### src/rtl/soc_pkg.sv
package soc_pkg;

    // data bus widths
    typedef logic [31:0] bus_addr_t;                // byte address.
    typedef logic [31:0] bus_data_t;                // one data word.
    typedef logic [3:0]  byte_en_t;                 // bit n enables byte n.

    localparam int RAM_AW = 10;                     // 1024 words of main ram.

    typedef logic [RAM_AW-1:0] ram_addr_t;          // ram word address.

    // region codes held in address bits 31:28
    localparam logic [3:0] REGION_RAM    = 4'h0;
    localparam logic [3:0] REGION_GPIO   = 4'h8;
    localparam logic [3:0] REGION_TICKER = 4'h9;

    typedef logic [7:0] periph_addr_t;              // register offset, address bits 9:2.

    // byte converter sequence for partial ram writes
    typedef enum logic [1:0] {
        IDLE,                                       // pass-through.
        MERGE_READ,                                 // old word returning, merged word written.
        MERGE_WRITE                                 // write done, request accepted.
    } conv_state_t;

endpackage

### src/rtl/ticker.sv
`timescale 1ns/10ps

module ticker import soc_pkg::*; (
    input  logic         clk,
    input  logic         reset_i,
    input  periph_addr_t address_i,
    input  bus_data_t    wrdata_i,
    input  logic         rd_i,
    input  logic         wr_i,
    output bus_data_t    rddata_o,
    output logic         irq_o
);

    bus_data_t count_q;
    bus_data_t compare_q;
    logic      cmp_wr;
    logic      irq_q;

    assign cmp_wr = wr_i && (address_i == 'd1);
    assign irq_o  = irq_q;

    always_ff @(posedge clk) begin
        if (reset_i) begin
            count_q <= '0;
        end else begin
            count_q <= count_q + 1'b1;              // free running and wrapping.
        end
    end

    always_ff @(posedge clk) begin
        if (reset_i) begin
            compare_q <= '0;
            irq_q     <= 1'b0;
        end else if (cmp_wr) begin
            compare_q <= wrdata_i;
            irq_q     <= 1'b0;                      // a new compare acknowledges.
        end else if (compare_q != '0 && count_q == compare_q) begin
            irq_q <= 1'b1;
        end
    end

    always_ff @(posedge clk) begin
        if (rd_i) begin
            case (address_i)
                'd0:     rddata_o <= count_q;       // count at the acceptance edge.
                'd1:     rddata_o <= compare_q;
                default: rddata_o <= '0;
            endcase
        end
    end

    a_no_irq_without_compare: assert property (@(posedge clk) disable iff (reset_i)
        (compare_q == '0) |-> !irq_o);

endmodule

### config.mk
export PLATFORM = sky130hd
export DESIGN_NAME = ticker
export DESIGN_NICKNAME = d
export VERILOG_FILES = /design/src/rtl/soc_pkg.sv /design/src/rtl/ticker.sv
export SDC_FILE = /design/constraint.sdc
export NUM_CORES = 1
export LEC_CHECK = 0
export ABC_AREA = 1
export BUFFER_PORTS_ARGS = -buffer_cell sky130_fd_sc_hd__buf_2
export CAP_MARGIN = 5
export CORE_MARGIN = 3
export CORE_UTILIZATION = 45
export DETAILED_ROUTE_END_ITERATION = 10
export PLACE_DENSITY = 0.74
export SETUP_SLACK_MARGIN = 0.4
export SYNTH_ARGS = -nofsm -noshare
export SYNTH_HDL_FRONTEND = slang
export SYNTH_SLANG_ARGS = --single-unit
### constraint.sdc
create_clock -name clk -period 2.3 [get_ports clk]
set_input_delay 0 -clock clk [delete_from_list [all_inputs] [get_ports clk]]
set_output_delay 0 -clock clk [all_outputs]
set_load 0.01 [all_outputs]
==> summary.txt <==
Worst-Skew Late Latency - 0.37 ns
RePlAce Congestion - 0.908
Clock-pin transition on the worst setup and hold timing paths - 0.09 ns
Antenna cell count - 0
Area of the multi-input gates - 1970 sq um
Maximum vdd ir drop - 0.283 mV
Fill cells - 918
Setup crit end kind - flip-flop
Largest net degree at the start of global routing - 38
Synthesis-stage register bit count - 97
Min-delay src - wr_i
Leakage - 0.00227 uW
Clk root buf - clkbuf_8
Final Instance Area - 5650 sq um
DIE WIDTH - 108 um
Hold Path Class - in -> reg
CTS tree - yes
Setup total negative slack - 0 ns
Crit path required time - 2.55 ns
Crit share post-route - 0.729
Hold depth - 5
Placed Area - 5130 sq um
Worst R2R Path Depth - 10
Topmost layer with routed signal wires - met4
Reg-to-reg critical path startpoint - count_q[0]$_SDFF_PP0_
RSZ-0062 raised after global routing - no
Initial Util - 0.468
Worst setup path class - reg -> reg
Port Buffers - 76
Outcome - complete, no violations
Commonest cells after routing, fill and taps aside - nand2_1, nor2_1, inv_1, buf_2, dfxtp_1
Initial antenna violation count - 0
DR DRC count - 0
Core area - 9910 sq um
Number of H-tree levels - 3
First-pass iteration count of the detailed router - 5
Total grt overflow - 0
Crit Path Max Fanout - 5
End point of the worst hold path - compare_q[2]$_SDFFE_PP0P_
Clock sink count - 97
Top_reg_cell synth - dfxtp_1
Die Y-Extent - 108 um
Number of global-route vias before repair - 4116
Die area - 11600 sq um
Synth area leaders - dfxtp_1, edfxtp_1, nand2_1
Clk buf depth - 2
Met2 WL - 5690 um
Reg area - 2260 sq um
Yosys warns - 0
Relative slew slack - 0.481
Max-cap viol count - 0
Fmax - 596 MHz
Met1 Wirelength - 5450 um
Worst R2R End - count_q[26]$_SDFF_PP0_
Final wirelength - 12100 um
PD cells - 547 nW/um^2
Part of the Yosys area used for sequential elements - 0.488
Via density - 5.02
Initial DRC count - 224
Overall Global Routing Usage - 0.218
Synth Area per Inst - 7.68 sq um
Fin crit period - 1.68 ns
Number of synthesized flops with an enable pin - 32
Row count - 36
Mapped Nets - 649
Syn-to-layout area delta - 21.7%
CP arrival - 1.92 ns
Final max-slew violation count - 0
Setup violators final - 0
Io pins - 77
CP Launch Type - flip-flop
Post-DP HPWL - 8540 um
Most common cell after layout, fill and taps aside - nand2_1
Clk_skew - 0.0147 ns
Via count - 4256
Hold WS - 0.176 ns
Fin. Hold Viols - 0
Post-CTS Setup Repair Bufs - 0
Detail Route Antenna Nets - 0
Worst Tran Pin Value - 0.778 ns
First-pass GRT wire length - 19700 um
Cell count after synthesis - 604
Nets - 755
Synth cell types - 34
Top cell type's share of synthesized area - 0.280
DR WL met3 - 572 um
Mapped Area - 4640 sq um
CTS buffer count - 9
Reg-to-reg slack, setup - 0.62 ns
Async SR Flop Fraction - 0
Wire length per cell - 14.3 um
Share of cells above drive strength 1 - 0.158
Biggest area consumer among synthesized cells - dfxtp_1
-- cell families (layout without fill, tap and decap cells) --
| logic type | Yosys count | after routing | share of synthesized area |
|---|---|---|---|
| flops | 97 | 97 | 0.488 |
| fa+ha+maj | 1 | 1 | 0.00270 |
| xor+xnor | 21 | 21 | 0.0396 |
| buf+inv | 102 | 213 | 0.0879 |
| simple gates | 283 | 283 | 0.265 |
| compound gates | 100 | 100 | 0.117 |
-- report_power, final --
group / leakage [uW] / switching (uW) / internal [uW]
Clock: 0.0000832 / 591 / 500
Combinational: 0.00134 / 98.3 / 99.3
Sequential: 0.000854 / 11.8 / 1790
-- worst max-delay path by stage --
stage,startpoint,to,slack [ns],depth (start not counted)
4_1_cts,count_q[0]$_SDFF_PP0_,count_q[26]$_SDFF_PP0_,0.64,10
3_3_place_gp,count_q[0]$_SDFF_PP0_,count_q[26]$_SDFF_PP0_,0.74,10
5_1_grt,count_q[7]$_SDFF_PP0_,count_q[19]$_SDFF_PP0_,0.48,7
2_1_floorplan,count_q[0]$_SDFF_PP0_,count_q[26]$_SDFF_PP0_,0.84,10
6_report,count_q[0]$_SDFF_PP0_,count_q[26]$_SDFF_PP0_,0.62,10
3_5_place_dp,count_q[0]$_SDFF_PP0_,count_q[26]$_SDFF_PP0_,0.66,10
-- area by class of cell --
| type | count | area share |
|---|---|---|
| clock buffer | 11 | 0.0233 |
| clock inverter | 5 | 0.00997 |
| inverter | 83 | 0.0552 |
| multi-input combinational | 405 | 0.349 |
| sequential | 97 | 0.401 |
| tap | 133 | 0.0295 |
| timing repair buffer | 114 | 0.133 |
-- per-layer routing --
metal	GRT usage	up-vias
met5	0	-
met4	0.0956	0
met3	0.0270	31
met2	0.365	144
met1	0.283	1921
li1	-	2160
-- stage by stage --
stage	power, uW	cells	setup slack (ns)	utilization
after detailed placement	1990	799	0.662	0.517
after global routing	3190	848	0.484	0.570
after CTS	3110	848	0.640	0.570
after global placement	1990	799	0.739	0.517
final	3090	848	0.623	0.570
after floorplan	1910	604	0.836	-
-- state kept, by name (all words and copies together) (netlist names) --
signal     count
compare_q     32
rddata_o      32
irq_o          1
count_q       32
-- critical path: stages (launching register included) --
cell     delay (ns)
dfxtp_1        0.41
ha_1           0.21
nand2_2        0.08
nor2_4         0.13
nand2_2        0.11
nor2_4         0.13
nand2_4        0.09
nor2_4         0.14
nand2_1        0.09
nor2_1         0.12
nor3b_2        0.05
-- cells in the mapped netlist (2+ instances only) --
library cell	count
nand3_1	19
buf_6	3
nor3b_2	2
nor3_1	14
inv_1	82
xor2_1	4
clkbuf_1	13
nand4_1	4
dfxtp_1	65
xnor2_1	17
nor2_1	110
nand2_1	116
edfxtp_1	32
a21oi_1	19
nand2_2	4
nor4_1	2
o21ai_1	2
o21ai_0	47
o22ai_1	29
nor3_4	2
nor2_4	4
nor2_2	2
-- what timing repair did --
action	4_1_cts	5_1_grt
hold buffers	33	0
endpoints found under the hold margin	34	0
gates resized for setup	0	0
Note: power is estimated with default switching activity, not from simulation.
