`src/rtl/soc_pkg.sv`:
```
package soc_pkg;

    // data bus widths
    typedef logic [31:0] bus_addr_t;                // byte address.
    typedef logic [31:0] bus_data_t;                // one data word.
    typedef logic [3:0]  byte_en_t;                 // bit n enables byte n.

    localparam int RAM_AW = 10;                     // 1024 words of main ram.

    typedef logic [RAM_AW-1:0] ram_addr_t;          // ram word address.

    // region codes held in address bits 31:28
    localparam logic [3:0] REGION_RAM    = 4'h0;
    localparam logic [3:0] REGION_GPIO   = 4'h8;
    localparam logic [3:0] REGION_TICKER = 4'h9;

    typedef logic [7:0] periph_addr_t;              // register offset, address bits 9:2.

    // byte converter sequence for partial ram writes
    typedef enum logic [1:0] {
        IDLE,                                       // pass-through.
        MERGE_READ,                                 // old word returning, merged word written.
        MERGE_WRITE                                 // write done, request accepted.
    } conv_state_t;

endpackage

```
`src/rtl/dbus.sv`:
```
`timescale 1ns/10ps

module dbus import soc_pkg::*; (
    input  logic         clk,
    input  logic         reset_i,
    input  bus_addr_t    master_address_i,
    input  byte_en_t     master_byteenable_i,
    input  logic         master_read_i,
    input  logic         master_write_i,
    input  bus_data_t    master_wrdata_i,
    output bus_data_t    master_rddata_o,
    output logic         master_stall_o,
    output ram_addr_t    ram_address_o,
    output bus_data_t    ram_wrdata_o,
    output byte_en_t     ram_byteenable_o,
    output logic         ram_rd_o,
    output logic         ram_wr_o,
    input  bus_data_t    ram_rddata_i,
    input  logic         ram_stall_i,
    output periph_addr_t gpio_address_o,
    output bus_data_t    gpio_wrdata_o,
    output byte_en_t     gpio_byteenable_o,
    output logic         gpio_rd_o,
    output logic         gpio_wr_o,
    input  bus_data_t    gpio_rddata_i,
    output periph_addr_t ticker_address_o,
    output bus_data_t    ticker_wrdata_o,
    output logic         ticker_rd_o,
    output logic         ticker_wr_o,
    input  bus_data_t    ticker_rddata_i
);

    logic [3:0] region;
    logic       sel_ram;
    logic       sel_gpio;
    logic       sel_ticker;
    logic [2:0] rd_sel_q;                           // {ticker, gpio, ram} of the last read.

    assign region     = master_address_i[31:28];
    assign sel_ram    = (region == REGION_RAM);
    assign sel_gpio   = (region == REGION_GPIO);
    assign sel_ticker = (region == REGION_TICKER);

    assign ram_address_o    = master_address_i[RAM_AW+1:2];
    assign ram_wrdata_o     = master_wrdata_i;
    assign ram_byteenable_o = master_byteenable_i;
    assign ram_rd_o         = master_read_i & sel_ram;
    assign ram_wr_o         = master_write_i & sel_ram;

    assign gpio_address_o    = master_address_i[9:2];
    assign gpio_wrdata_o     = master_wrdata_i;
    assign gpio_byteenable_o = master_byteenable_i;
    assign gpio_rd_o         = master_read_i & sel_gpio;
    assign gpio_wr_o         = master_write_i & sel_gpio;

    assign ticker_address_o = master_address_i[9:2];
    assign ticker_wrdata_o  = master_wrdata_i;
    assign ticker_rd_o      = master_read_i & sel_ticker;
    assign ticker_wr_o      = master_write_i & sel_ticker;

    assign master_stall_o = ram_stall_i;            // only the ram path ever stalls.

    // an unmapped read leaves all select bits low, so it returns zero
    always_ff @(posedge clk) begin
        if (reset_i) begin
            rd_sel_q <= '0;
        end else if (master_read_i && !master_stall_o) begin
            rd_sel_q <= {sel_ticker, sel_gpio, sel_ram};
        end
    end

    always_comb begin
        case (rd_sel_q)
            3'b001:  master_rddata_o = ram_rddata_i;
            3'b010:  master_rddata_o = gpio_rddata_i;
            3'b100:  master_rddata_o = ticker_rddata_i;
            default: master_rddata_o = '0;
        endcase
    end

    a_no_rd_wr: assert property (@(posedge clk) disable iff (reset_i)
        !(master_read_i && master_write_i));

endmodule

```
`config.mk`:
```
export PLATFORM = sky130hd
export DESIGN_NAME = dbus
export DESIGN_NICKNAME = d
export VERILOG_FILES = /design/src/rtl/soc_pkg.sv /design/src/rtl/dbus.sv
export SDC_FILE = /design/constraint.sdc
export NUM_CORES = 1
export LEC_CHECK = 0
export CORE_AREA = 2 2 133 135
export DETAILED_ROUTE_END_ITERATION = 8
export DIE_AREA = 0 0 135 137
export DONT_BUFFER_PORTS = 1
export PLACE_DENSITY = 0.3
export SLEW_MARGIN = 10
export SYNTH_ARGS = -nofsm -noshare
export SYNTH_HDL_FRONTEND = slang
export SYNTH_SLANG_ARGS = --single-unit
```
`constraint.sdc`:
```
create_clock -name clk -period 3.3 [get_ports clk]
set_clock_uncertainty 0.1 [all_clocks]
set_input_delay 0.33 -clock clk [delete_from_list [all_inputs] [get_ports clk]]
set_output_delay 0.33 -clock clk [all_outputs]
set_load 0.01 [all_outputs]
```
==> results.txt <==
----------------------------------------------------
[Timing]
  Max-slew violation total from the final report ... 0
  Summed negative setup slack over all endpoints ... 0 ns
  RSZ-0062 raised after global routing ... no
  Final Setup Violations ... 0
  Fmax achieved ... around 440 MHz
  Slew margin rel. ... between 40 and 50%
  Final period util ... 69.6%
  Total count of hold-check failures in the final report ... 0
  Pin slew with the least headroom to its limit ... 0.885 ns
  Final min period ... 2.30 ns

[Clock network]
  H-tree levels ... 1
  Inserted Clock Buffers ... 3
  Setup Buffers After CTS ... 0
  CTS clk-pin slew, worst paths ... 0.03 ns
  Worst-Skew Late Latency ... 0.22 ns
  Hold-fix buffer count after cts ... 0
  Maximum root-to-sink buffer count ... 2
  Number of gates resized after cts ... 0
  TritonCTS clock tree ... built
  Total clock sinks ... 3
  Clk root buf ... sky130_fd_sc_hd__clkbuf_16

[Power]
  Worst IR Drop VDD ... 114 uV
  LEAKAGE ... 0.468 nW
  Power per cell area ... roughly 180 nW/um2

[Final layout]
  Biggest register ... rd_sel_q
  Layout cells sized above 1 ... 9.52%
  Area added between synthesis and finish ... -32.9%
  Area used by multi-input combinational logic ... 1020 um2
  Max reg flops ... 3
  Reg area ... 61.3 um2
  Nets@finish ... 296
  Final non-filler cell total ... 353
  Largest registers in the final layout ... rd_sel_q: 3 flops
  Filler cells ... 2002

[Floorplanning]
  Die Span Y ... 137 um
  Die Wd ... approximately 140 um
  CORE AREA ... roughly 17000 um2
  Row Count ... 48
  Starting density of the core ... between 10% and 20%
  Area of the die ... 18500 um2
  Top-Level Pins ... between 300 and 400

[Worst setup path]
  WP data arrival ... 1.87 ns
  Type of origin of the critical path ... register
  CP Capture Type ... output pin
  Worst-path cell with the longest stage delay ... sky130_fd_sc_hd__nor2_4
  Maximum fanout along the worst path ... 34
  Category of the most critical setup path ... reg -> out
  Peak per-stage delay on the critical path ... 0.74 ns
  Sequence of cells on the critical path ... buf_4, nor2_4, a221o_1
  Data required, critical path ... around 2.9 ns

[Route]
  Iteration count of the initial detailed-routing pass ... 4
  Wire length after detailed routing ... 5770 um
  Wire length per cell ... 16.3 um
  Antenna-violating nets left ... 0
  Per-cell via count in the routed design ... 3.65
  DRC errors left ... 0
  Total via count in the routed design ... 1287
  Detailed Route Iter0 Violations ... 45

[Place]
  Post-detail-place hpwl ... 4280 um
  Routability-driven placement congestion ratio ... around 0.62
  Port Buffer Count ... 0
  DP Cell Count ... 347

[Hold path]
  Worst min-delay path category ... in -> reg

[Global route]
  Total congestion overflow after global routing ... 0
  Largest net degree at the start of global routing ... 66
  Antenna violations before repair ... 2
  Total Routing Usage GR ... roughly 5.3%
  Wire length of the first global-routing pass ... 7370 um
  Vias in the first global route ... 1257

[Synth]
  Mean area per synthesized cell ... 8.21 um2
  Warning count from the yosys run ... 0
  Commonest register cell after synthesis ... sky130_fd_sc_hd__dfxtp_1
  Syn Inst Count ... 268
  Netlist cell types ... 19
  Synth Net Count ... 437
  Proportion of synthesized chip area in sequential cells ... 2.73%
  FF+latch count, synth ... 3
  Number of enable-type register cells in the synthesized netlist ... 0
  Most area-consuming cells after synthesis ... sky130_fd_sc_hd__buf_4, sky130_fd_sc_hd__a221o_1, sky130_fd_sc_hd__and2_1
  Most frequent cell after synthesis ... sky130_fd_sc_hd__buf_4
  Share of synthesized registers carrying an async set or reset ... 0%
  Cell type contributing the most total cell area after synthesis ... sky130_fd_sc_hd__buf_4
  Most common library cells after synthesis ... sky130_fd_sc_hd__buf_4, sky130_fd_sc_hd__and2_1, sky130_fd_sc_hd__a221o_1
  Post-synthesis cell area ... 2200 um2
  Area share of the leading cell type in the synthesized netlist ... ~45%

[Status]
  Status ... completed

[Job]
  Max cap viols ... 0

----------------------------------------------------
[final timing paths]
check / start / endpoint / slack, ns / cells after the start
worst min register to register: rd_sel_q[0] / rd_sel_q[0] / 0.70 / 3
worst min-delay path: ram_stall_i / rd_sel_q[0] / 0.20 / 2
worst max-delay path: rd_sel_q[0] / master_rddata_o[17] / 1.00 / 3
worst max register to register: rd_sel_q[1] / rd_sel_q[1] / 2.02 / 3
[area by class of cell]
class                           count  share of cell area [%]
Antenna cell                        2                   0.339
Clock buffer                        4                    5.34
Multi-Input combinational cell    115                    69.1
Sequential cell                     3                    4.15
Tap cell                          225                    19.1
Timing Repair Buffer                4                    2.03
[worst max-delay path: cells and delay by family (launching register included)]
kind            cells  cell delay (ns)
simple gates        1             0.74
compound gates      1             0.34
flops               1             0.30
buf+inv             1             0.26
[cells in the final DEF, fill, tap and decap left out, types with 2 or more instances in the layout]
master,synthesis,routed
sky130_fd_sc_hd__a221o_1,32,32
sky130_fd_sc_hd__and2_1,37,37
sky130_fd_sc_hd__and4bb_1,9,9
sky130_fd_sc_hd__and4bb_2,2,2
sky130_fd_sc_hd__buf_4,131,4
sky130_fd_sc_hd__clkbuf_16,0,3
sky130_fd_sc_hd__dfxtp_1,3,2
sky130_fd_sc_hd__diode_2,0,2
sky130_fd_sc_hd__nand2b_1,3,3
sky130_fd_sc_hd__nor4bb_1,22,22
sky130_fd_sc_hd__o2bb2ai_1,3,3
[report_power, final]
group,switching (W),total [W],internal (W)
sequential,0.000000299,0.0000373,0.0000370
clock,0.0000318,0.000191,0.000159
combinational,0.0000188,0.0000359,0.0000172
total,0.0000509,0.000264,0.000213
[metrics by stage]
stage | worst slack [ns] | total power (W) | instance area [um2] | hold WS [ns] | utilization (%)
finish | 1.00 | 0.000264 | 1480 | 0.202 | 8.66
global route | 0.843 | 0.000273 | 1480 | 0.217 | 8.66
floorplan | 1.80 | 0.000234 | 2200 | 0.403 | -
global placement | 1.21 | 0.0000738 | 1390 | 0.433 | 8.16
detailed placement | 1.16 | 0.0000742 | 1390 | 0.436 | 8.16
CTS | 0.923 | 0.000269 | 1470 | 0.207 | 8.63
[metal layers]
| metal | vias to the layer above | part of all wire [%] | track usage [%] |
|---|---|---|---|
| li1 | 550 | - | - |
| met1 | 583 | 35 | 5.51 |
| met2 | 118 | 47 | 8.71 |
| met3 | 36 | 12 | 2.15 |
| met4 | 0 | 5.2 | 3.94 |
| met5 | - | 0 | 0 |
[cells by family (layout without fill, tap and decap cells)]
logic type	after synthesis	count (layout)	share of synthesized area [%]
AO/OA/AOI/OAI	35	35	15.7
buffers and inverters	150	8	51.2
AND/OR/NAND/NOR	80	80	30.4
other	0	2	0
flip-flops	3	3	2.73
Power figures use the tool's default switching activity.
