## src/rtl/soc_pkg.sv

```systemverilog
package soc_pkg;

    // data bus widths
    typedef logic [31:0] bus_addr_t;                // byte address.
    typedef logic [31:0] bus_data_t;                // one data word.
    typedef logic [3:0]  byte_en_t;                 // bit n enables byte n.

    localparam int RAM_AW = 10;                     // 1024 words of main ram.

    typedef logic [RAM_AW-1:0] ram_addr_t;          // ram word address.

    // region codes held in address bits 31:28
    localparam logic [3:0] REGION_RAM    = 4'h0;
    localparam logic [3:0] REGION_GPIO   = 4'h8;
    localparam logic [3:0] REGION_TICKER = 4'h9;

    typedef logic [7:0] periph_addr_t;              // register offset, address bits 9:2.

    // byte converter sequence for partial ram writes
    typedef enum logic [1:0] {
        IDLE,                                       // pass-through.
        MERGE_READ,                                 // old word returning, merged word written.
        MERGE_WRITE                                 // write done, request accepted.
    } conv_state_t;

endpackage

```

## src/rtl/bytes_conv.sv

```systemverilog
`timescale 1ns/10ps

module bytes_conv import soc_pkg::*; (
    input  logic      clk,
    input  logic      reset_i,
    input  ram_addr_t address_i,
    input  byte_en_t  byteenable_i,
    input  bus_data_t wrdata_i,
    input  logic      read_i,
    input  logic      write_i,
    output bus_data_t rddata_o,
    output logic      stall_o,
    output ram_addr_t mem_address_o,
    output bus_data_t mem_wrdata_o,
    output logic      mem_rd_o,
    output logic      mem_wr_o,
    input  bus_data_t mem_rddata_i
);

    conv_state_t state_q;
    conv_state_t state_d;
    logic        partial_wr;
    bus_data_t   merged;

    assign partial_wr = write_i && (byteenable_i != '1);

    assign mem_address_o = address_i;               // held by the master while stalled.
    assign rddata_o      = mem_rddata_i;            // reads always return the whole word.

    // enabled lanes from the master, the rest from the old word
    always_comb begin
        for (int i = 0; i < $bits(byte_en_t); i++) begin
            merged[8*i +: 8] = byteenable_i[i] ? wrdata_i[8*i +: 8]
                                               : mem_rddata_i[8*i +: 8];
        end
    end

    always_comb begin
        state_d      = state_q;
        stall_o      = 1'b0;
        mem_rd_o     = 1'b0;
        mem_wr_o     = 1'b0;
        mem_wrdata_o = wrdata_i;
        case (state_q)
            IDLE: begin
                if (partial_wr) begin
                    stall_o  = 1'b1;
                    mem_rd_o = 1'b1;                // fetch the old word.
                    state_d  = MERGE_READ;
                end else begin
                    mem_rd_o = read_i;
                    mem_wr_o = write_i;
                end
            end
            MERGE_READ: begin
                stall_o      = 1'b1;
                mem_wr_o     = 1'b1;
                mem_wrdata_o = merged;
                state_d      = MERGE_WRITE;
            end
            MERGE_WRITE: begin
                // stall is low, the held write is accepted without a ram access
                state_d = IDLE;
            end
            default: begin
                state_d = IDLE;
            end
        endcase
    end

    always_ff @(posedge clk) begin
        if (reset_i) begin
            state_q <= IDLE;
        end else begin
            state_q <= state_d;
        end
    end

    a_held_while_stalled: assert property (@(posedge clk) disable iff (reset_i)
        stall_o |=> $stable({address_i, byteenable_i, wrdata_i, write_i}));

endmodule

```

## config.mk

```make
export PLATFORM = sky130hd
export DESIGN_NAME = bytes_conv
export DESIGN_NICKNAME = d
export VERILOG_FILES = /design/src/rtl/soc_pkg.sv /design/src/rtl/bytes_conv.sv
export SDC_FILE = /design/constraint.sdc
export NUM_CORES = 1
export LEC_CHECK = 0
export BUFFER_PORTS_ARGS = -buffer_cell sky130_fd_sc_hd__clkbuf_2
export CORE_AREA = 2 2 62 64
export CTS_BUF_LIST = sky130_fd_sc_hd__clkbuf_4 sky130_fd_sc_hd__clkbuf_8
export DETAILED_ROUTE_END_ITERATION = 10
export DIE_AREA = 0 0 64 66
export GPL_ROUTABILITY_DRIVEN = 0
export PLACE_DENSITY = 0.76
export SETUP_SLACK_MARGIN = 0.15
export SYNTH_ARGS = -nofsm -noshare
export SYNTH_HDL_FRONTEND = slang
export SYNTH_SLANG_ARGS = --single-unit
```

## constraint.sdc

```tcl
create_clock -name clk -period 1.8 [get_ports clk]
set_input_delay 0.09 -clock clk [delete_from_list [all_inputs] [get_ports clk]]
set_output_delay 0.09 -clock clk [all_outputs]
set_load 0.05 [all_outputs]
```

==> results.cfg, run 1 <==
[run_status]
outcome = complete, no violations

[logic_synthesis]
yosysWarnings = 0
synth_enable_flop_cells = 0
ys_seq_area_share_pct = 4.578
synthCells = 92
synthTopCellsByCount = buf_4, mux2_2, nor3b_4
yosysTopAreaCell = mux2_2
avgSynthCellArea_um2 = 9.506
ys_top_cells_by_area = mux2_2, buf_4, nor3b_4, dfxtp_1, buf_6
async_reset_ff_share_pct = 0
synth_cell_type_count = 14
synth_top_area_share_pct = 41.20
mappedNetlistArea_um2 = 874.6
synth.ff_latch_count = 2
synth.most_common_cell = buf_4
synth_nets = 174
synth_flop_cell = dfxtp_1

[sta]
min_period_ns = 1.604
finalHoldViolations = 0
fin_tns_setup_ns = 0
final_max_slew_viol_count = 0
tightest_slew_ns = 0.2873
fmax_mhz = 623.4
relSlewSlack_pct = 80.93
worst_hold_slack_ns = 0.02436
fin_worst_skew_ns = 0.0009649
period_share_pct = 89.12
rsz0062_at_grt = true
setup_viol = 0

[setup_path]
reg2reg_setup_slack_ns = 1.01
end_kind = output port
critPathRequiredTime_ns = 1.71
critPathLaunchType = flip-flop
crit_fanout = 8
cp_slowest_cell = dfxtp_4
cpLargestDelayFamily = flip-flops
crit_chain = nor3b_4 -> buf_12 -> mux2_2 -> buf_4
worst-setup-path-type = flip-flop to output port
crit_arrival_ns = 1.51
cp_num_buf_inv = 2
critPathMaxStageDelay_ns = 0.38

[layout]
regMostFlops = state_q
fin_nets = 278
diodes = 0
layout-drive-gt1-share_pct = 94.33
largest_reg_flops = 2
fill_cells = 375
syn_to_final_growth_pct = 73.53
reg_top3 = state_q x2

[placement]
numPortBuffers = 138
dp_hpwl_um = 2294

[die]
die_area_mm2 = 0.004224
rows = 22
start_util_pct = 24.63
core-area_mm2 = 0.003551
die_width_um = 64
fp.dieH_um = 66
io_pins = 159

[global_route]
gr-usage-met1_pct = 11.09
grt_pass1_wl_um = 3650
grt_pass1_vias = 863
top_usage_layer = met2
met2_usage_pct = 21.35
antenna_found_initial = 0
grt-ovfl-total = 0
grtUsageMet3_pct = 2.215
grt_usage_pct = 10.73
grt_max_degree = 9

[clocking]
cts_made_buffers = 3
cts_tree = done
cts.sinks = 2
htree_levels = 1
postCtsHoldBufs = 0
path_clk_slew_ns = 0.03
cts_root_buf = clkbuf_4
cts_buffer_depth = 2
clk_latency_ns = 0.23

[detailed_routing]
wl_um = 2695
drt_pass1_iterations = 4
wl_per_cell_um = 11.14
drc = 0
vias_per_cell = 4.112
drtAntennaViolNets = 0
vias = 995
drt-initial-drc-count = 15

[pwr]
pwr-share-clk_pct = 12.6
internal_power_uw = 349.4
peakVddDrop_uv = 286.7
switching_share_pct = 57.98
switchingPower_uw = 482.1
leakage_nw = 0.8285
power_density_mw_per_mm2 = 547.8
p_comb_share_pct = 81.2
seq_power_share_pct = 6.2

[min_path]
hp-class = input pin to flip-flop

[run]
max-cap-violations = 0
[routing by layer]
layer  part of all wire (%)  up-vias
met3                    7.8        0
met1                     34      450
met5                      0        -
met2                     58       50
met4                      0        0
li1                       -      495
[through the flow]
stage          setup slack [ns]  power (mW)  area (um^2)  utilization [%]  std cells
4_1_cts                  0.1577      0.8192         1464            41.23        242
5_1_grt                  0.1392      0.8692         1518            42.74        242
2_1_floorplan           0.04798      0.6079        874.6                -         92
3_3_place_gp             0.2080      0.6670         1314            37.00        237
3_5_place_dp             0.2057      0.6714         1314            37.00        237
6_report                 0.1959      0.8314         1518            42.74        242
[layout by cell type (no fill, tap or decap)]
cell      count
a22o_1        1
and4_1        1
and4b_1       1
buf_12        2
buf_2         1
buf_4        16
buf_6        15
clkbuf_2    106
clkbuf_4      5
dfxtp_4       2
mux2_2       32
nand2b_1      1
nand4_1       1
nor2_1        2
nor3b_1       1
nor3b_4       4
o21ai_0       2
or2b_1        1
[kinds of logic after synthesis]
family	Yosys count	synth area share (%)
buffers and inverters	43	37.34
AOI/OAI and AO/OA	3	2.146
DFF	2	4.578
muxes	32	41.20
and+or+nand+nor	12	14.74
[power by group through the flow]
stage	Clock (mW)	Combinational [mW]	Sequential (mW)
5_1_grt	0.114	0.703	0.0525
3_3_place_gp	0	0.614	0.0533
2_1_floorplan	0	0.558	0.0498
3_5_place_dp	0	0.618	0.0534
4_1_cts	0.112	0.654	0.0533
6_report	0.105	0.675	0.0518
[repair_timing]
action                                  in CTS  in global routing
endpoints found under the setup margin      32                 32
buffers inserted                             2                  0
pin swaps                                    2                  0
endpoints found under the hold margin        0                  0
gates resized for setup                     35                 45
[area by class of cell]
class	instances	area [um^2]	share of cell area [%]
Tap cell	48	60.06	3.957
Multi-Input combinational cell	47	508.0	33.47
Sequential cell	2	47.55	3.133
Timing Repair Buffer	142	879.6	57.96
Clock buffer	3	22.52	1.484
[path summary, 6_finish.rpt]
check,cells past startpoint,start,endpoint
hold / removal,2,reset_i,state_q[1]$_SDFFE_PP0P_
hold reg to reg,2,state_q[0]$_SDFFE_PP0P_,state_q[1]$_SDFFE_PP0P_
setup / recovery,4,state_q[1]$_SDFFE_PP0P_,mem_wrdata_o[23]
setup reg to reg,2,state_q[1]$_SDFFE_PP0P_,state_q[0]$_SDFFE_PP0P_
Power figures use the tool's default switching activity.
==> run 2, diff against run 1 <==
==> constraint.sdc (replaced) <==
create_clock -name clk -period 1.8 [get_ports clk]
set_input_delay 0.54 -clock clk [delete_from_list [all_inputs] [get_ports clk]]
set_output_delay 0.54 -clock clk [all_outputs]
set_load 0.05 [all_outputs]
==> run 2 against run 1 <==
The flow now finishes with violations (setup timing). Largest cell class unchanged. Clock skew is 0.00072 ns lower. Critical path type is now input pin to output port. Clock power hardly changed. Design area increased by 35%.
==> results.cfg, run 2 (same netlist as run 1, synthesis figures left out) <==
[detailed_routing]
wl_um = 3406
drt_pass1_iterations = 4
vias = 1057
wl_per_cell_um = 13.57
drc = 0
drt-initial-drc-count = 7
vias_per_cell = 4.211
drtAntennaViolNets = 0

[pwr]
peakVddDrop_uv = 338.0
finalPower_mw = 1.018
leakage_nw = 1.103
power_density_mw_per_mm2 = 496.6

[clocking]
cts_tree = done
cts_buffer_depth = 2
clk_latency_ns = 0.23
postCtsHoldBufs = 0
htree_levels = 1
cts.sinks = 2
cts_made_buffers = 3
path_clk_slew_ns = 0.03
cts_root_buf = clkbuf_4

[layout]
syn_to_final_growth_pct = 134.5
final_cell_mix = clkbuf_2, buf_8, mux2_4
largest_reg_flops = 2
layout-drive-gt1-share_pct = 97.54
reg_top3 = state_q x2
fill_cells = 308
stdcell_count = 251
final_common_cell = clkbuf_2
fin_nets = 287
diodes = 0
regMostFlops = state_q

[die]
core-area_mm2 = 0.003551
io_pins = 159
die_area_mm2 = 0.004224
rows = 22
fp.dieH_um = 66
start_util_pct = 24.63
die_width_um = 64

[sta]
fmax_mhz = 485.1
rsz0062_at_grt = true
setup_ws_ns = -0.2615
tightest_slew_ns = 0.2992
setup_viol = 35
worst_hold_slack_ns = 0.4684
final_max_slew_viol_count = 0
finalHoldViolations = 0
period_share_pct = 114.5
fin_tns_setup_ns = -7.663
fin_worst_skew_ns = 0.0002448
min_period_ns = 2.061
relSlewSlack_pct = 80.14

[setup_path]
crit_fanout = 7
end_kind = output port
critPathLaunchType = input pin
reg2reg_setup_slack_ns = 0.72
critPathRequiredTime_ns = 1.26
crit_arrival_ns = 1.52
worst-setup-path-type = input pin to output port

[placement]
numPortBuffers = 138
place_inst = 247
dp_hpwl_um = 2464

[min_path]
hp-class = input pin to flip-flop

[global_route]
grt_max_degree = 9
grt_pass1_wl_um = 4809
grt-ovfl-total = 0
antenna_found_initial = 0
grt_usage_pct = 14.51
grt_pass1_vias = 1066

[run_status]
outcome = finished, violations left
violations = setup timing

[run]
max-cap-violations = 0
## run 2: changes by cell type in the layout (fill, tap and decap cells not counted), sizes merged
cell    previous run  this run
buf               34        49
clkbuf           111       105
## run 2: area by class of cell
cell class / count / area, um^2 / share of cell area (%)
multi-input combinational: 47 / 665.6 / 32.46
sequential: 2 / 45.04 / 2.196
clock buffer: 3 / 22.52 / 1.098
timing repair buffer: 151 / 1257 / 61.32
tap: 48 / 60.06 / 2.929
## run 2: critical path: stages
cell	delay, ns
buf_8	0.10
nor3b_4	0.21
buf_6	0.18
mux2_4	0.32
clkbuf_16	0.17
## run 2: worst paths after layout
kind | start | endpoint | cells after the start
max | byteenable_i[2] | mem_wrdata_o[18] | 5
min | reset_i | state_q[1]$_SDFFE_PP0P_ | 2
max reg2reg | state_q[1]$_SDFFE_PP0P_ | state_q[1]$_SDFFE_PP0P_ | 4
min reg2reg | state_q[0]$_SDFFE_PP0P_ | state_q[0]$_SDFFE_PP0P_ | 3
## run 2: repair_timing
item,4_1_cts,5_1_grt
resized for setup,99,60
setup endpoints to repair,35,35
hold endpoints to repair,0,0
pin swaps,5,8
buffers inserted,0,1
## run 2: power by group
part | switching, mW | internal (mW)
logic | 0.490 | 0.373
clock network | 0.0296 | 0.0738
registers | 0.00516 | 0.0467
## run 2: per-layer routing
| metal | vias up | part of all wire, % | wire [um] | GRT usage, % |
|---|---|---|---|---|
| li1 | 514 | - | - | - |
| met1 | 483 | 35 | 1204 | 15.16 |
| met2 | 56 | 58 | 1962 | 28.91 |
| met3 | 4 | 6.0 | 203 | 2.215 |
| met4 | 0 | 1.1 | 36 | 5.163 |
| met5 | - | 0 | 0 | 0 |
## run 2: per-stage QoR
stage	cell area, um^2	util [%]	setup WS (ns)
2_1_floorplan	890.9	-	-0.09869
3_3_place_gp	1443	40.63	-0.3347
3_5_place_dp	1443	40.63	-0.3345
4_1_cts	1911	53.81	-0.2840
5_1_grt	2051	57.75	-0.3095
6_report	2051	57.75	-0.2615
==> run 3, diff against run 2 <==
- SETUP_SLACK_MARGIN: 0.15 -> not set
==> run 3 against run 2 <==
The run still ends with setup timing left. Wire length up 1.2%. Clock skew is 0.0081 ns higher. Cell count is 0.80% lower. Critical path type unchanged. Critical endpoint is now mem_wrdata_o[29].
==> results.cfg, run 3 (same netlist as run 1, synthesis figures left out) <==
[layout]
layout-drive-gt1-share_pct = 97.51
regMostFlops = state_q
diodes = 0
fill_cells = 304
final_common_cell = clkbuf_2
syn_to_final_growth_pct = 133.2
reg_top3 = state_q x2
stdcell_area_mm2 = 0.002039
fin_nets = 285
final_cell_mix = clkbuf_2, mux2_4, buf_8
largest_reg_flops = 2
stdcell_count = 249

[detailed_routing]
drt_pass1_iterations = 4
vias_per_cell = 4.217
wl_per_cell_um = 13.84
wl_um = 3446
drc = 0
drtAntennaViolNets = 0
drt-initial-drc-count = 11
vias = 1050

[global_route]
grt_max_degree = 9
grt_pass1_vias = 1061
grt_pass1_wl_um = 5147
grt-ovfl-total = 0
grt_usage_pct = 15.53
antenna_found_initial = 0

[sta]
setup_ws_ns = -0.2592
period_share_pct = 114.4
finalHoldViolations = 0
min_period_ns = 2.059
fin_worst_skew_ns = 0.008383
final_max_slew_viol_count = 0
fmax_mhz = 485.6
worst_hold_slack_ns = 0.4658
tightest_slew_ns = 0.2914
setup_viol = 35
relSlewSlack_pct = 80.66
rsz0062_at_grt = true

[placement]
numPortBuffers = 138
place_inst = 245
place_area_mm2 = 0.001406
dp_hpwl_um = 2490

[clocking]
cts_buffer_depth = 2
postCtsHoldBufs = 0
htree_levels = 1
clk_latency_ns = 0.24
path_clk_slew_ns = 0.04
cts_made_buffers = 3
cts.sinks = 2
cts_tree = done
cts_root_buf = clkbuf_4

[pwr]
switchingPower_uw = 530.0
pwr-share-clk_pct = 10.8
peakVddDrop_uv = 298.9
power_density_mw_per_mm2 = 500.6
p_comb_share_pct = 84.1
internal_power_uw = 490.9
switching_share_pct = 51.92
leakage_nw = 1.101
seq_power_share_pct = 5.1

[setup_path]
worstReg2RegEnd = state_q[1]$_SDFFE_PP0P_
cp_slowest_cell = mux2_4
crit_fanout = 8
worst-setup-path-type = input pin to output port
reg2reg_depth = 4
critPathLaunchType = input pin
crit_chain = clkbuf_8 -> nor3b_4 -> buf_12 -> mux2_4 -> clkbuf_16
end_kind = output port
r2r_start = state_q[1]$_SDFFE_PP0P_
critPathRequiredTime_ns = 1.26
critPathMaxStageDelay_ns = 0.31
reg2reg_setup_slack_ns = 0.71
crit_arrival_ns = 1.52

[run_status]
outcome = finished, violations left
violations = setup timing

[die]
core-area_mm2 = 0.003551
die_width_um = 64
die_area_mm2 = 0.004224
fp.dieH_um = 66
rows = 22
start_util_pct = 24.63
io_pins = 159

[min_path]
hold_start = reset_i
hp-class = input pin to flip-flop
hold_depth = 2
min_to = state_q[1]$_SDFFE_PP0P_

[run]
max-cap-violations = 0
-- run 3: cell type report --
class	count	area [um^2]	area share, %
timing repair buffer	149	1252	61.41
multi-input combinational	47	659.4	32.33
tap	48	60.06	2.945
sequential	2	45.04	2.209
clock buffer	3	22.52	1.104
-- run 3: repair_timing --
action	CTS	global route
resized for setup	115	39
setup endpoints to repair	35	35
pin swaps	5	7
buffers inserted	2	1
hold endpoints to repair	0	0
-- run 3: critical path, delay by kind of cell --
| kind | cells | cell delay (ns) |
|---|---|---|
| buf+inv | 3 | 0.45 |
| mux | 1 | 0.31 |
| simple gates | 1 | 0.21 |
-- run 3: metrics by stage --
stage          setup TNS [ns]  total power, mW  setup WS [ns]  utilization [%]
5_1_grt                -8.866            1.063        -0.2876            57.43
6_report               -7.721            1.021        -0.2592            57.43
3_3_place_gp           -10.29           0.6902        -0.3319            39.61
3_5_place_dp           -10.50           0.6946        -0.3386            39.61
2_1_floorplan          -3.158           0.6108       -0.09869                -
4_1_cts                -8.325           0.9722        -0.2765            55.11
-- run 3: how the worst max path moves through the flow --
| stage | start | to | slack (ns) | cells after the start |
|---|---|---|---|---|
| after detailed placement | byteenable_i[1] | mem_wrdata_o[10] | -0.34 | 5 |
| after floorplan | byteenable_i[0] | mem_wrdata_o[0] | -0.1 | 2 |
| after global placement | byteenable_i[1] | mem_wrdata_o[10] | -0.33 | 5 |
| after CTS | byteenable_i[0] | mem_wrdata_o[2] | -0.28 | 5 |
| after global routing | state_q[1]$_SDFFE_PP0P_ | mem_wrdata_o[2] | -0.29 | 4 |
| final | byteenable_i[3] | mem_wrdata_o[29] | -0.26 | 5 |
-- run 3: power groups by stage --
stage / Combinational (mW) / Clock, mW / Sequential [mW]
3_3_place_gp: 0.637 / 0 / 0.0537
2_1_floorplan: 0.561 / 0 / 0.0498
4_1_cts: 0.808 / 0.112 / 0.0525
6_report: 0.859 / 0.110 / 0.0523
3_5_place_dp: 0.641 / 0 / 0.0533
5_1_grt: 0.891 / 0.119 / 0.0527
-- run 3: routing by layer --
metal / part of all wire, % / GRT usage, % / up-vias
li1: - / - / 508
met1: 38 / 18.25 / 487
met2: 56 / 28.91 / 51
met3: 5.3 / 2.215 / 4
met4: 0.52 / 4.620 / 0
met5: 0 / 0 / -
