File: config.mk
export PLATFORM = sky130hd
export DESIGN_NAME = gpio_top
export DESIGN_NICKNAME = d
export VERILOG_FILES = /design/src/rtl/soc_pkg.sv /design/src/rtl/gpio_top.sv
export SDC_FILE = /design/constraint.sdc
export NUM_CORES = 1
export LEC_CHECK = 0
export ABC_AREA = 1
export BUFFER_PORTS_ARGS = -buffer_cell sky130_fd_sc_hd__buf_2
export CORE_ASPECT_RATIO = 0.6
export CORE_UTILIZATION = 45
export CTS_CLUSTER_SIZE = 25
export DETAILED_ROUTE_END_ITERATION = 8
export HOLD_SLACK_MARGIN = 0.05
export PLACE_DENSITY = 0.78
export SYNTH_ARGS = -nofsm -noshare
export SYNTH_HDL_FRONTEND = slang
export SYNTH_SLANG_ARGS = --single-unit
File: constraint.sdc
create_clock -name clk -period 1.2 [get_ports clk]
set_clock_uncertainty 0.15 [all_clocks]
set_input_delay 0 -clock clk [delete_from_list [all_inputs] [get_ports clk]]
set_output_delay 0 -clock clk [all_outputs]
set_load 0.02 [all_outputs]
File: src/rtl/soc_pkg.sv
package soc_pkg;

    // data bus widths
    typedef logic [31:0] bus_addr_t;                // byte address.
    typedef logic [31:0] bus_data_t;                // one data word.
    typedef logic [3:0]  byte_en_t;                 // bit n enables byte n.

    localparam int RAM_AW = 10;                     // 1024 words of main ram.

    typedef logic [RAM_AW-1:0] ram_addr_t;          // ram word address.

    // region codes held in address bits 31:28
    localparam logic [3:0] REGION_RAM    = 4'h0;
    localparam logic [3:0] REGION_GPIO   = 4'h8;
    localparam logic [3:0] REGION_TICKER = 4'h9;

    typedef logic [7:0] periph_addr_t;              // register offset, address bits 9:2.

    // byte converter sequence for partial ram writes
    typedef enum logic [1:0] {
        IDLE,                                       // pass-through.
        MERGE_READ,                                 // old word returning, merged word written.
        MERGE_WRITE                                 // write done, request accepted.
    } conv_state_t;

endpackage

File: src/rtl/gpio_top.sv
`timescale 1ns/10ps

module gpio_top import soc_pkg::*; (
    input  logic         clk,
    input  logic         reset_i,
    input  periph_addr_t address_i,
    input  bus_data_t    wrdata_i,
    input  byte_en_t     byteenable_i,
    input  logic         rd_i,
    input  logic         wr_i,
    output bus_data_t    rddata_o,
    input  bus_data_t    gpio_i,
    output bus_data_t    gpio_o
);

    bus_data_t out_q;
    bus_data_t sync1_q;
    bus_data_t sync2_q;

    assign gpio_o = out_q;

    always_ff @(posedge clk) begin
        if (reset_i) begin
            out_q <= '0;
        end else if (wr_i && address_i == 'd0) begin
            for (int i = 0; i < $bits(byte_en_t); i++) begin
                if (byteenable_i[i]) begin
                    out_q[8*i +: 8] <= wrdata_i[8*i +: 8];
                end
            end
        end
    end

    always_ff @(posedge clk) begin
        sync1_q <= gpio_i;                          // two stages against metastability.
        sync2_q <= sync1_q;
    end

    always_ff @(posedge clk) begin
        if (rd_i) begin
            case (address_i)
                'd0:     rddata_o <= out_q;
                'd1:     rddata_o <= sync2_q;
                default: rddata_o <= '0;
            endcase
        end
    end

endmodule

==> flow_metrics.env, run 1 <==
export IMPL_critPathRequiredTime_ps=1050
export IMPL_postSynthCellCount=487
export IMPL_cts_num_sinks=128
export IMPL_yosysSeqAreaShare=0.649
export IMPL_rows=27
export IMPL_area_delta_synth_final_pct=52.8
export IMPL_r2r_start="gpio_o[24]$_SDFFE_PP0P_"
export IMPL_clock_latency_ps=400
export IMPL_hold_viol=0
export IMPL_cp_cell_sequence="buf_2"
export IMPL_drv_slew=0
export IMPL_cts_setup_buffers=0
export IMPL_synth_compound_area_frac=0
export IMPL_r2r_setup_slack_ps=320
export IMPL_drive_gt1_frac=0.261
export IMPL_core_mm2=0.00936
export IMPL_drtAntennaViolNets=0
export IMPL_cap_violations=0
export IMPL_cpLargestDelayFamily="flip-flops"
export IMPL_critPathCaptureType="primary output"
export IMPL_wl_met2_um=5960
export IMPL_post_place_cells=749
export IMPL_min_path_cells=2
export IMPL_setup_slack_ps=50.0
export IMPL_port_buffers=143
export IMPL_drt_initial_drc_count=220
export IMPL_syn_area_mm2=0.00444
export IMPL_fin_area_mm2=0.00678
export IMPL_cp_arrival_ps=1000
export IMPL_synthMuxAreaShare=0
export IMPL_ys_warn_count=0
export IMPL_clk_pin_slew_ps=60
export IMPL_timing_rr_end="rddata_o[24]$_DFFE_PP_"
export IMPL_fin_cells=862
export IMPL_p_per_area_mw_per_mm2=1550
export IMPL_track_usage=0.248
export IMPL_wl_met3_um=910
export IMPL_ys_seq_elements=128
export IMPL_start_util=0.474
export IMPL_worstPathBufferInverterCount=1
export IMPL_wl_met1_um=4910
export IMPL_min_from="gpio_i[11]"
export IMPL_drc=0
export IMPL_io_pins=144
export IMPL_viasPerCell=4.63
export IMPL_fin_nets=799
export IMPL_fin_util=0.725
export IMPL_final_cell_mix="143 x buf_2, 130 x nand2_1, 98 x inv_1, 96 x dfxtp_1, 80 x dlygate4sd3_1"
export IMPL_die_area_mm2=0.0103
export IMPL_total_power_uw=10500
export IMPL_ff2ff_path_depth=2
export IMPL_postSynthAreaPerCell_um2=9.12
export IMPL_grt_pass1_wl_um=18800
export IMPL_min_period_ps=1150
export IMPL_yosys_area_share_simple=0.231
export IMPL_cts_tree="yes"
export IMPL_grt_pass1_vias=3952
export IMPL_die_h_um=78.9
export IMPL_vias=3987
export IMPL_synthXorXnorAreaFrac=0
export IMPL_synth_top_family_by_area="simple AND/OR/NAND/NOR gates"
export IMPL_root_buffer="clkbuf_16"
export IMPL_fmax_ghz=0.870
export IMPL_worst_pin_slew_ps=427
export IMPL_highest_layer="met4"
export IMPL_final_common_cell="buf_2"
export IMPL_place_area_mm2=0.00535
export IMPL_synth_fa_ha_area_frac=0
export IMPL_rsz0062_at_grt="no"
export IMPL_cts_htree_levels=4
export IMPL_synth_fp_nets=567
export IMPL_setup_worst_path_start_class="flop"
export IMPL_dr_pass1_iters=5
export IMPL_antenna_cells=0
export IMPL_vdd_ir_drop_max_mv=1.11
export IMPL_dpl_worst_slack_ps=-189
export IMPL_cts_buffer_depth=2
export IMPL_crit_fanout=1
export IMPL_setup_violations=0
export IMPL_run_status="complete, no violations"
export IMPL_antenna_found_initial=0
export IMPL_slowest_stage="edfxtp_1"
export IMPL_path_class="flop to primary output"
export IMPL_hold_path_class="input port to flop"
export IMPL_min_to="sync1_q[11]$_DFF_P_"
export IMPL_grt_ovfl_total=0
export IMPL_routabilityCongestion=0.852
export IMPL_slew_headroom=0.715
export IMPL_slowest_delay_ps=410
export IMPL_dp_hpwl_um=6910
export IMPL_synth_lib_cells_used_distinct=14
export IMPL_num_fill_cells=638
export IMPL_grt_max_degree=33
export IMPL_p_leak_uw=0.00341
export IMPL_wl_per_cell_um=13.9
export IMPL_min_period_over_period=0.958
export IMPL_die_w_um=130
export IMPL_finalWirelength_um=12000
export IMPL_cts_buffers=17
## through the flow
step,hold WS [ps],TNS [ps]
3_5_place_dp,-46.4,-4190
4_1_cts,56.6,0
2_1_floorplan,-122,0
3_3_place_gp,-48.0,-2660
5_1_grt,66.5,0
6_report,73.2,0
## how the worst max path moves through the flow
| stage | startpoint | endpoint | slack [ps] | cells after the start |
|---|---|---|---|---|
| after floorplan | address_i[7] | rddata_o[0]$_DFFE_PP_ | 160 | 7 |
| after global placement | address_i[7] | gpio_o[1]$_SDFFE_PP0P_ | -120 | 9 |
| after detailed placement | address_i[7] | gpio_o[3]$_SDFFE_PP0P_ | -190 | 9 |
| after CTS | wr_i | gpio_o[30]$_SDFFE_PP0P_ | 30 | 5 |
| after global routing | gpio_o[30]$_SDFFE_PP0P_ | gpio_o[30] | 0.7 | 1 |
| final | rddata_o[18]$_DFFE_PP_ | rddata_o[18] | 50 | 1 |
## synthesized netlist by cell type
cell type | instances | area (um^2)
nand2_1 | 130 | 488
inv_1 | 98 | 368
dfxtp_1 | 96 | 1920
nand3_1 | 36 | 180
nor2_1 | 36 | 135
edfxtp_1 | 32 | 961
nand4_1 | 32 | 200
buf_2 | 13 | 65.1
clkbuf_1 | 5 | 18.8
buf_4 | 3 | 22.5
buf_8 | 3 | 45.0
and3b_1 | 1 | 8.76
clkbuf_8 | 1 | 13.8
nor2_4 | 1 | 11.3
## cell families (layout without fill, tap and decap cells)
family | Yosys count | count (layout)
buffers and inverters | 123 | 368
AND/OR/NAND/NOR | 236 | 236
flip-flops | 128 | 128
## what timing repair did
action | 4_1_cts | 5_1_grt
setup endpoints to repair | 0 | 12
endpoints found under the hold margin | 96 | 5
hold buffers | 80 | 1
gates resized for setup | 0 | 2
## state kept, by name (all words and copies together), names as in the netlist
register and flops:
gpio_o 32, sync2_q 32, rddata_o 32, sync1_q 32
## where the power goes
group          internal [uW]  switching [uW]
Sequential              4570            43.7
Combinational            344             291
Clock                   3260            2010
Total                   8170            2350
## metal layers
metal | vias to the layer above | GRT usage
met5 | - | 0
li1 | 1962 | -
met2 | 184 | 0.440
met4 | 0 | 0.105
met1 | 1823 | 0.277
met3 | 18 | 0.0741
## final cells by class
type | count | area (um^2) | share of cell area
Clock buffer | 18 | 450 | 0.0664
Clock inverter | 14 | 168 | 0.0247
Timing Repair Buffer | 238 | 1720 | 0.254
Multi-Input combinational cell | 236 | 1030 | 0.152
Inverter | 98 | 368 | 0.0542
Sequential cell | 128 | 2880 | 0.425
Tap cell | 130 | 163 | 0.0240
Power figures use the tool's default switching activity.
==> inputs of run 2 (changes only) <==
- clock period: 1.2 -> 1.33 ns (I/O delays scaled with it)
==> run 2 against run 1 <==
  * Global-route usage is 0.32 points lower
  * Sequential power shrank 9.8%
  * Register-to-register slack better by 90 ps
  * Die area unchanged
  * Critical path depth increased by 4
==> flow_metrics.env, run 2 (synthesis gave the netlist of run 1 again) <==
export IMPL_run_status="complete, no violations"
export IMPL_timing_rr_end="gpio_o[24]$_SDFFE_PP0P_"
export IMPL_drive_gt1_frac=0.258
export IMPL_slowest_delay_ps=860
export IMPL_setup_slack_ps=107
export IMPL_cpLargestDelayFamily="buffers and inverters"
export IMPL_num_fill_cells=692
export IMPL_worstPathBufferInverterCount=2
export IMPL_fin_area_mm2=0.00669
export IMPL_antenna_cells=0
export IMPL_antenna_found_initial=0
export IMPL_rows=27
export IMPL_drc=0
export IMPL_ff2ff_path_depth=4
export IMPL_viasPerCell=4.70
export IMPL_routabilityCongestion=0.868
export IMPL_crit_fanout=10
export IMPL_hold_viol=0
export IMPL_grt_pass1_wl_um=18600
export IMPL_cap_violations=0
export IMPL_min_period_over_period=0.919
export IMPL_met2_usage=0.435
export IMPL_fin_cells=854
export IMPL_die_area_mm2=0.0103
export IMPL_met3_usage=0.0674
export IMPL_fin_util=0.715
export IMPL_p_leak_uw=0.00336
export IMPL_io_pins=144
export IMPL_p_per_area_mw_per_mm2=1420
export IMPL_cts_tree="yes"
export IMPL_core_mm2=0.00936
export IMPL_clock_latency_ps=400
export IMPL_cts_num_sinks=128
export IMPL_min_from="wr_i"
export IMPL_fin_nets=791
export IMPL_r2r_start="gpio_o[24]$_SDFFE_PP0P_"
export IMPL_cp_cell_sequence="buf_2 > dlygate4sd3_1 > nand4_1 > nand2_1 > nor2_1"
export IMPL_place_area_mm2=0.00531
export IMPL_final_cell_mix="143 x buf_2, 130 x nand2_1, 98 x inv_1, 96 x dfxtp_1, 76 x dlygate4sd3_1"
export IMPL_root_buffer="clkbuf_16"
export IMPL_cp_arrival_ps=1370
export IMPL_min_path_cells=5
export IMPL_cts_buffers=17
export IMPL_dr_pass1_iters=5
export IMPL_track_usage=0.245
export IMPL_vdd_ir_drop_max_mv=1.05
export IMPL_crit_path_start="wr_i"
export IMPL_cts_buffer_depth=2
export IMPL_critPathRequiredTime_ps=1480
export IMPL_min_to="gpio_o[5]$_SDFFE_PP0P_"
export IMPL_clk_pin_slew_ps=60
export IMPL_grt_ovfl_total=0
export IMPL_start_util=0.474
export IMPL_dpl_worst_slack_ps=-75.8
export IMPL_die_h_um=78.9
export IMPL_dp_hpwl_um=6980
export IMPL_use_met1=0.271
export IMPL_path_class="input port to flop"
export IMPL_die_w_um=130
export IMPL_wl_per_cell_um=14.1
export IMPL_multiInputGateArea_mm2=0.00103
export IMPL_min_period_ps=1220
export IMPL_finalWirelength_um=12100
export IMPL_critPathCaptureType="flop"
export IMPL_grt_max_degree=33
export IMPL_drv_slew=0
export IMPL_port_buffers=143
export IMPL_area_delta_synth_final_pct=50.8
export IMPL_grt_pass1_vias=4036
export IMPL_worst_pin_slew_ps=435
export IMPL_hold_path_class="input port to flop"
export IMPL_fin_hold_ws_ps=57.2
export IMPL_vias=4011
export IMPL_cts_htree_levels=4
export IMPL_rsz0062_at_grt="no"
export IMPL_drt_initial_drc_count=176
export IMPL_r2r_setup_slack_ps=410
export IMPL_grt_busiest_layer="met2"
export IMPL_setup_worst_path_start_class="input port"
export IMPL_slowest_stage="dlygate4sd3_1"
export IMPL_setup_violations=0
export IMPL_final_common_cell="buf_2"
export IMPL_fmax_ghz=0.818
export IMPL_slew_headroom=0.709
export IMPL_post_place_cells=746
export IMPL_ff_latch_area_mm2=0.00288
export IMPL_drtAntennaViolNets=0
[run 2: cell types whose count changed in the layout (fill, tap and decap cells not counted), sizes merged]
cell | previous run | this run
buf | 157 | 154
bufinv | 2 | 3
clkbuf | 18 | 19
clkinv | 2 | 3
clkinvlp | 2 | 1
dlygate4sd3 | 80 | 76
dlymetal6s4s | 1 | 0
inv | 106 | 104
[run 2: layout make-up]
class	count	share of cell area
clock buffers	19	0.0662
clock inverters	13	0.0264
inverters	98	0.0550
multi-input cells	236	0.153
flip-flops and latches	128	0.431
well taps	130	0.0243
repair buffers	230	0.244
[run 2: timing repair]
item                                   4_1_cts  5_1_grt
endpoints found under the hold margin       96        6
setup endpoints to repair                    0        6
gates resized for setup                      0        1
hold buffers                                79        3
buffers inserted                             0        0
[run 2: worst max-delay path by stage]
stage,end,slack [ps],cells after the start
floorplan,rddata_o[0]$_DFFE_PP_,290,7
global route,gpio_o[24]$_SDFFE_PP0P_,60,5
finish,gpio_o[24]$_SDFFE_PP0P_,110,5
detailed placement,gpio_o[3]$_SDFFE_PP0P_,-80,9
CTS,gpio_o[30]$_SDFFE_PP0P_,50,7
global placement,gpio_o[5]$_SDFFE_PP0P_,-20,9
[run 2: through the flow]
step / setup TNS, ps / total power [uW]
2_1_floorplan: 0 / 4390
3_3_place_gp: -127 / 4600
3_5_place_dp: -1150 / 4610
4_1_cts: 0 / 9570
5_1_grt: 0 / 9850
6_report: 0 / 9530
[run 2: power by group]
group | total [uW] | switching (uW) | internal [uW] | leakage [uW]
clock | 4810 | 1770 | 3040 | 0.000300
sequential | 4160 | 39.4 | 4120 | 0.00113
combinational | 558 | 263 | 295 | 0.00194
[run 2: tightest hold or removal path, cell delays in order]
cell and delay, ps:
buf_2 170, buf_4 170, nand4_1 90, nand2_1 60
nor2_1 70
[run 2: routing by layer]
| layer | routed length [um] | share of wire | vias up |
|---|---|---|---|
| li1 | - | - | 1944 |
| met1 | 4920 | 0.41 | 1868 |
| met2 | 6160 | 0.51 | 171 |
| met3 | 738 | 0.061 | 28 |
| met4 | 248 | 0.021 | 0 |
| met5 | 0 | 0 | - |
==> inputs of run 3 (changes only) <==
- REMOVE_ABC_BUFFERS: unset -> 1
==> run 3 against run 2 <==
  * Largest power group unchanged
  * Via count is 1.2% lower
  * Utilization increased by 0.32 points
  * Sequential share of layout area shrank 0.19 points
  * Global-route usage decreased by 0.078 points
  * Cell area grew 0.45%
  * Largest cell class unchanged
  * Worst hold slack improved by 9.5 ps
  * Clock power grew 4.8%
==> flow_metrics.env, run 3 (synthesis gave the netlist of run 1 again) <==
export IMPL_run_status="complete, no violations"
export IMPL_place_area_mm2=0.00533
export IMPL_antenna_cells=0
export IMPL_seqPwrFrac=0.427
export IMPL_viasPerCell=4.64
export IMPL_cts_tree="yes"
export IMPL_die_area_mm2=0.0103
export IMPL_rows=27
export IMPL_fin_hold_ws_ps=66.7
export IMPL_tns_ps=0
export IMPL_io_pins=144
export IMPL_setup_worst_path_start_class="input port"
export IMPL_p_comb_frac=0.057
export IMPL_dp_hpwl_um=6910
export IMPL_wl_per_cell_um=13.9
export IMPL_grt_pass1_vias=3884
export IMPL_die_h_um=78.9
export IMPL_slowest_stage="dlygate4sd3_1"
export IMPL_cts_setup_buffers=0
export IMPL_rsz0062_at_grt="no"
export IMPL_p_per_area_mw_per_mm2=1450
export IMPL_vdd_ir_drop_max_mv=0.935
export IMPL_r2r_setup_slack_ps=440
export IMPL_fin_cells=854
export IMPL_drv_slew=0
export IMPL_final_common_cell="buf_2"
export IMPL_core_mm2=0.00936
export IMPL_fin_nets=791
export IMPL_finalWirelength_um=11900
export IMPL_grt_ovfl_total=0
export IMPL_critPathRequiredTime_ps=1480
export IMPL_min_period_ps=1280
export IMPL_final_cell_mix="143 x buf_2, 130 x nand2_1, 98 x inv_1, 96 x dfxtp_1, 74 x dlygate4sd3_1"
export IMPL_clk_pin_slew_ps=50
export IMPL_root_buffer="clkbuf_16"
export IMPL_ff2ff_path_depth=4
export IMPL_start_util=0.474
export IMPL_cts_htree_levels=4
export IMPL_setup_violations=0
export IMPL_path_class="input port to flop"
export IMPL_slowest_delay_ps=560
export IMPL_fmax_ghz=0.784
export IMPL_drc=0
export IMPL_crit_fanout=1
export IMPL_fin_util=0.718
export IMPL_p_switching_uw=1990
export IMPL_drt_initial_drc_count=222
export IMPL_crit_path_frequent_cell="dlygate4sd3_1"
export IMPL_power_internal_uw=7770
export IMPL_multiInputGateArea_mm2=0.00102
export IMPL_cap_violations=0
export IMPL_grt_max_degree=33
export IMPL_num_fill_cells=676
export IMPL_dr_pass1_iters=5
export IMPL_cts_buffer_depth=2
export IMPL_min_period_over_period=0.960
export IMPL_min_path_cells=8
export IMPL_hold_path_class="input port to flop"
export IMPL_routabilityCongestion=0.822
export IMPL_antenna_found_initial=0
export IMPL_die_w_um=130
export IMPL_min_to="gpio_o[9]$_SDFFE_PP0P_"
export IMPL_area_delta_synth_final_pct=51.4
export IMPL_track_usage=0.244
export IMPL_worst_pin_slew_ps=376
export IMPL_cp_cell_sequence="dlygate4sd3_1 > buf_2 > inv_1 > nand4_1 > dlygate4sd3_1 > nand2_1 > nor2_1"
export IMPL_grt_pass1_wl_um=18600
export IMPL_port_buffers=143
export IMPL_clock_latency_ps=400
export IMPL_p_clk_frac=0.517
export IMPL_ff_latch_area_mm2=0.00288
export IMPL_min_from="address_i[2]"
export IMPL_timing_rr_end="gpio_o[25]$_SDFFE_PP0P_"
export IMPL_switching_share=0.204
export IMPL_vias=3963
export IMPL_slew_headroom=0.749
export IMPL_p_leak_uw=0.00337
export IMPL_cts_num_sinks=128
export IMPL_critPathCaptureType="flop"
export IMPL_hold_viol=0
export IMPL_post_place_cells=748
export IMPL_drive_gt1_frac=0.261
export IMPL_drtAntennaViolNets=0
export IMPL_fin_area_mm2=0.00672
export IMPL_cp_arrival_ps=1420
export IMPL_r2r_start="gpio_o[25]$_SDFFE_PP0P_"
export IMPL_cts_buffers=17
## run 3: changes by cell type in the layout (fill, tap and decap cells not counted), moves of 2 or more
cell	delta
clkbuf_8	+3
buf_4	+2
clkinvlp_4	+3
inv_6	-4
clkinv_4	-2
dlygate4sd3_1	-2
## run 3: through the flow
| step | setup WS, ps | power [uW] |
|---|---|---|
| 6_report | 53.7 | 9760 |
| 3_3_place_gp | 13.2 | 4600 |
| 2_1_floorplan | -445 | 4350 |
| 3_5_place_dp | -68.3 | 4620 |
| 5_1_grt | 8.57 | 10100 |
| 4_1_cts | 33.9 | 9810 |
## run 3: power groups by stage
stage	Combinational, uW	Clock [uW]	Sequential (uW)
6_report	552	5040	4160
5_1_grt	597	5310	4170
4_1_cts	539	5110	4160
3_5_place_dp	374	0	4240
3_3_place_gp	368	0	4240
2_1_floorplan	70.6	0	4280
## run 3: critical path: cells and delay by family
kind                   cells  cell delay [ps]
buffers and inverters      4             1250
AND/OR/NAND/NOR            3              170
## run 3: what timing repair did
item                                    in CTS  in global routing
endpoints found under the hold margin       96                  4
endpoints found under the setup margin       0                  4
gates resized for setup                      0                  0
hold buffers                                77                  1
## run 3: cell type report
cell class	instances	area share
multi-input cells	236	0.152
clock buffers	21	0.0715
repair buffers	230	0.242
inverters	98	0.0547
well taps	130	0.0242
clock inverters	11	0.0262
flip-flops and latches	128	0.429
## run 3: worst max-delay path by stage
stage / from / endpoint / cells after the start
2_1_floorplan: address_i[7] / gpio_o[0]$_SDFFE_PP0P_ / 7
3_3_place_gp: address_i[7] / gpio_o[2]$_SDFFE_PP0P_ / 9
3_5_place_dp: address_i[5] / gpio_o[31]$_SDFFE_PP0P_ / 9
4_1_cts: wrdata_i[8] / gpio_o[8]$_SDFFE_PP0P_ / 7
5_1_grt: wrdata_i[14] / gpio_o[14]$_SDFFE_PP0P_ / 7
6_report: wrdata_i[14] / gpio_o[14]$_SDFFE_PP0P_ / 7
## run 3: per-layer routing
metal	track usage	vias to the layer above	wire [um]
met4	0.0988	0	153
li1	-	1941	-
met1	0.292	1834	5110
met3	0.0654	15	861
met2	0.418	173	5780
met5	0	-	0
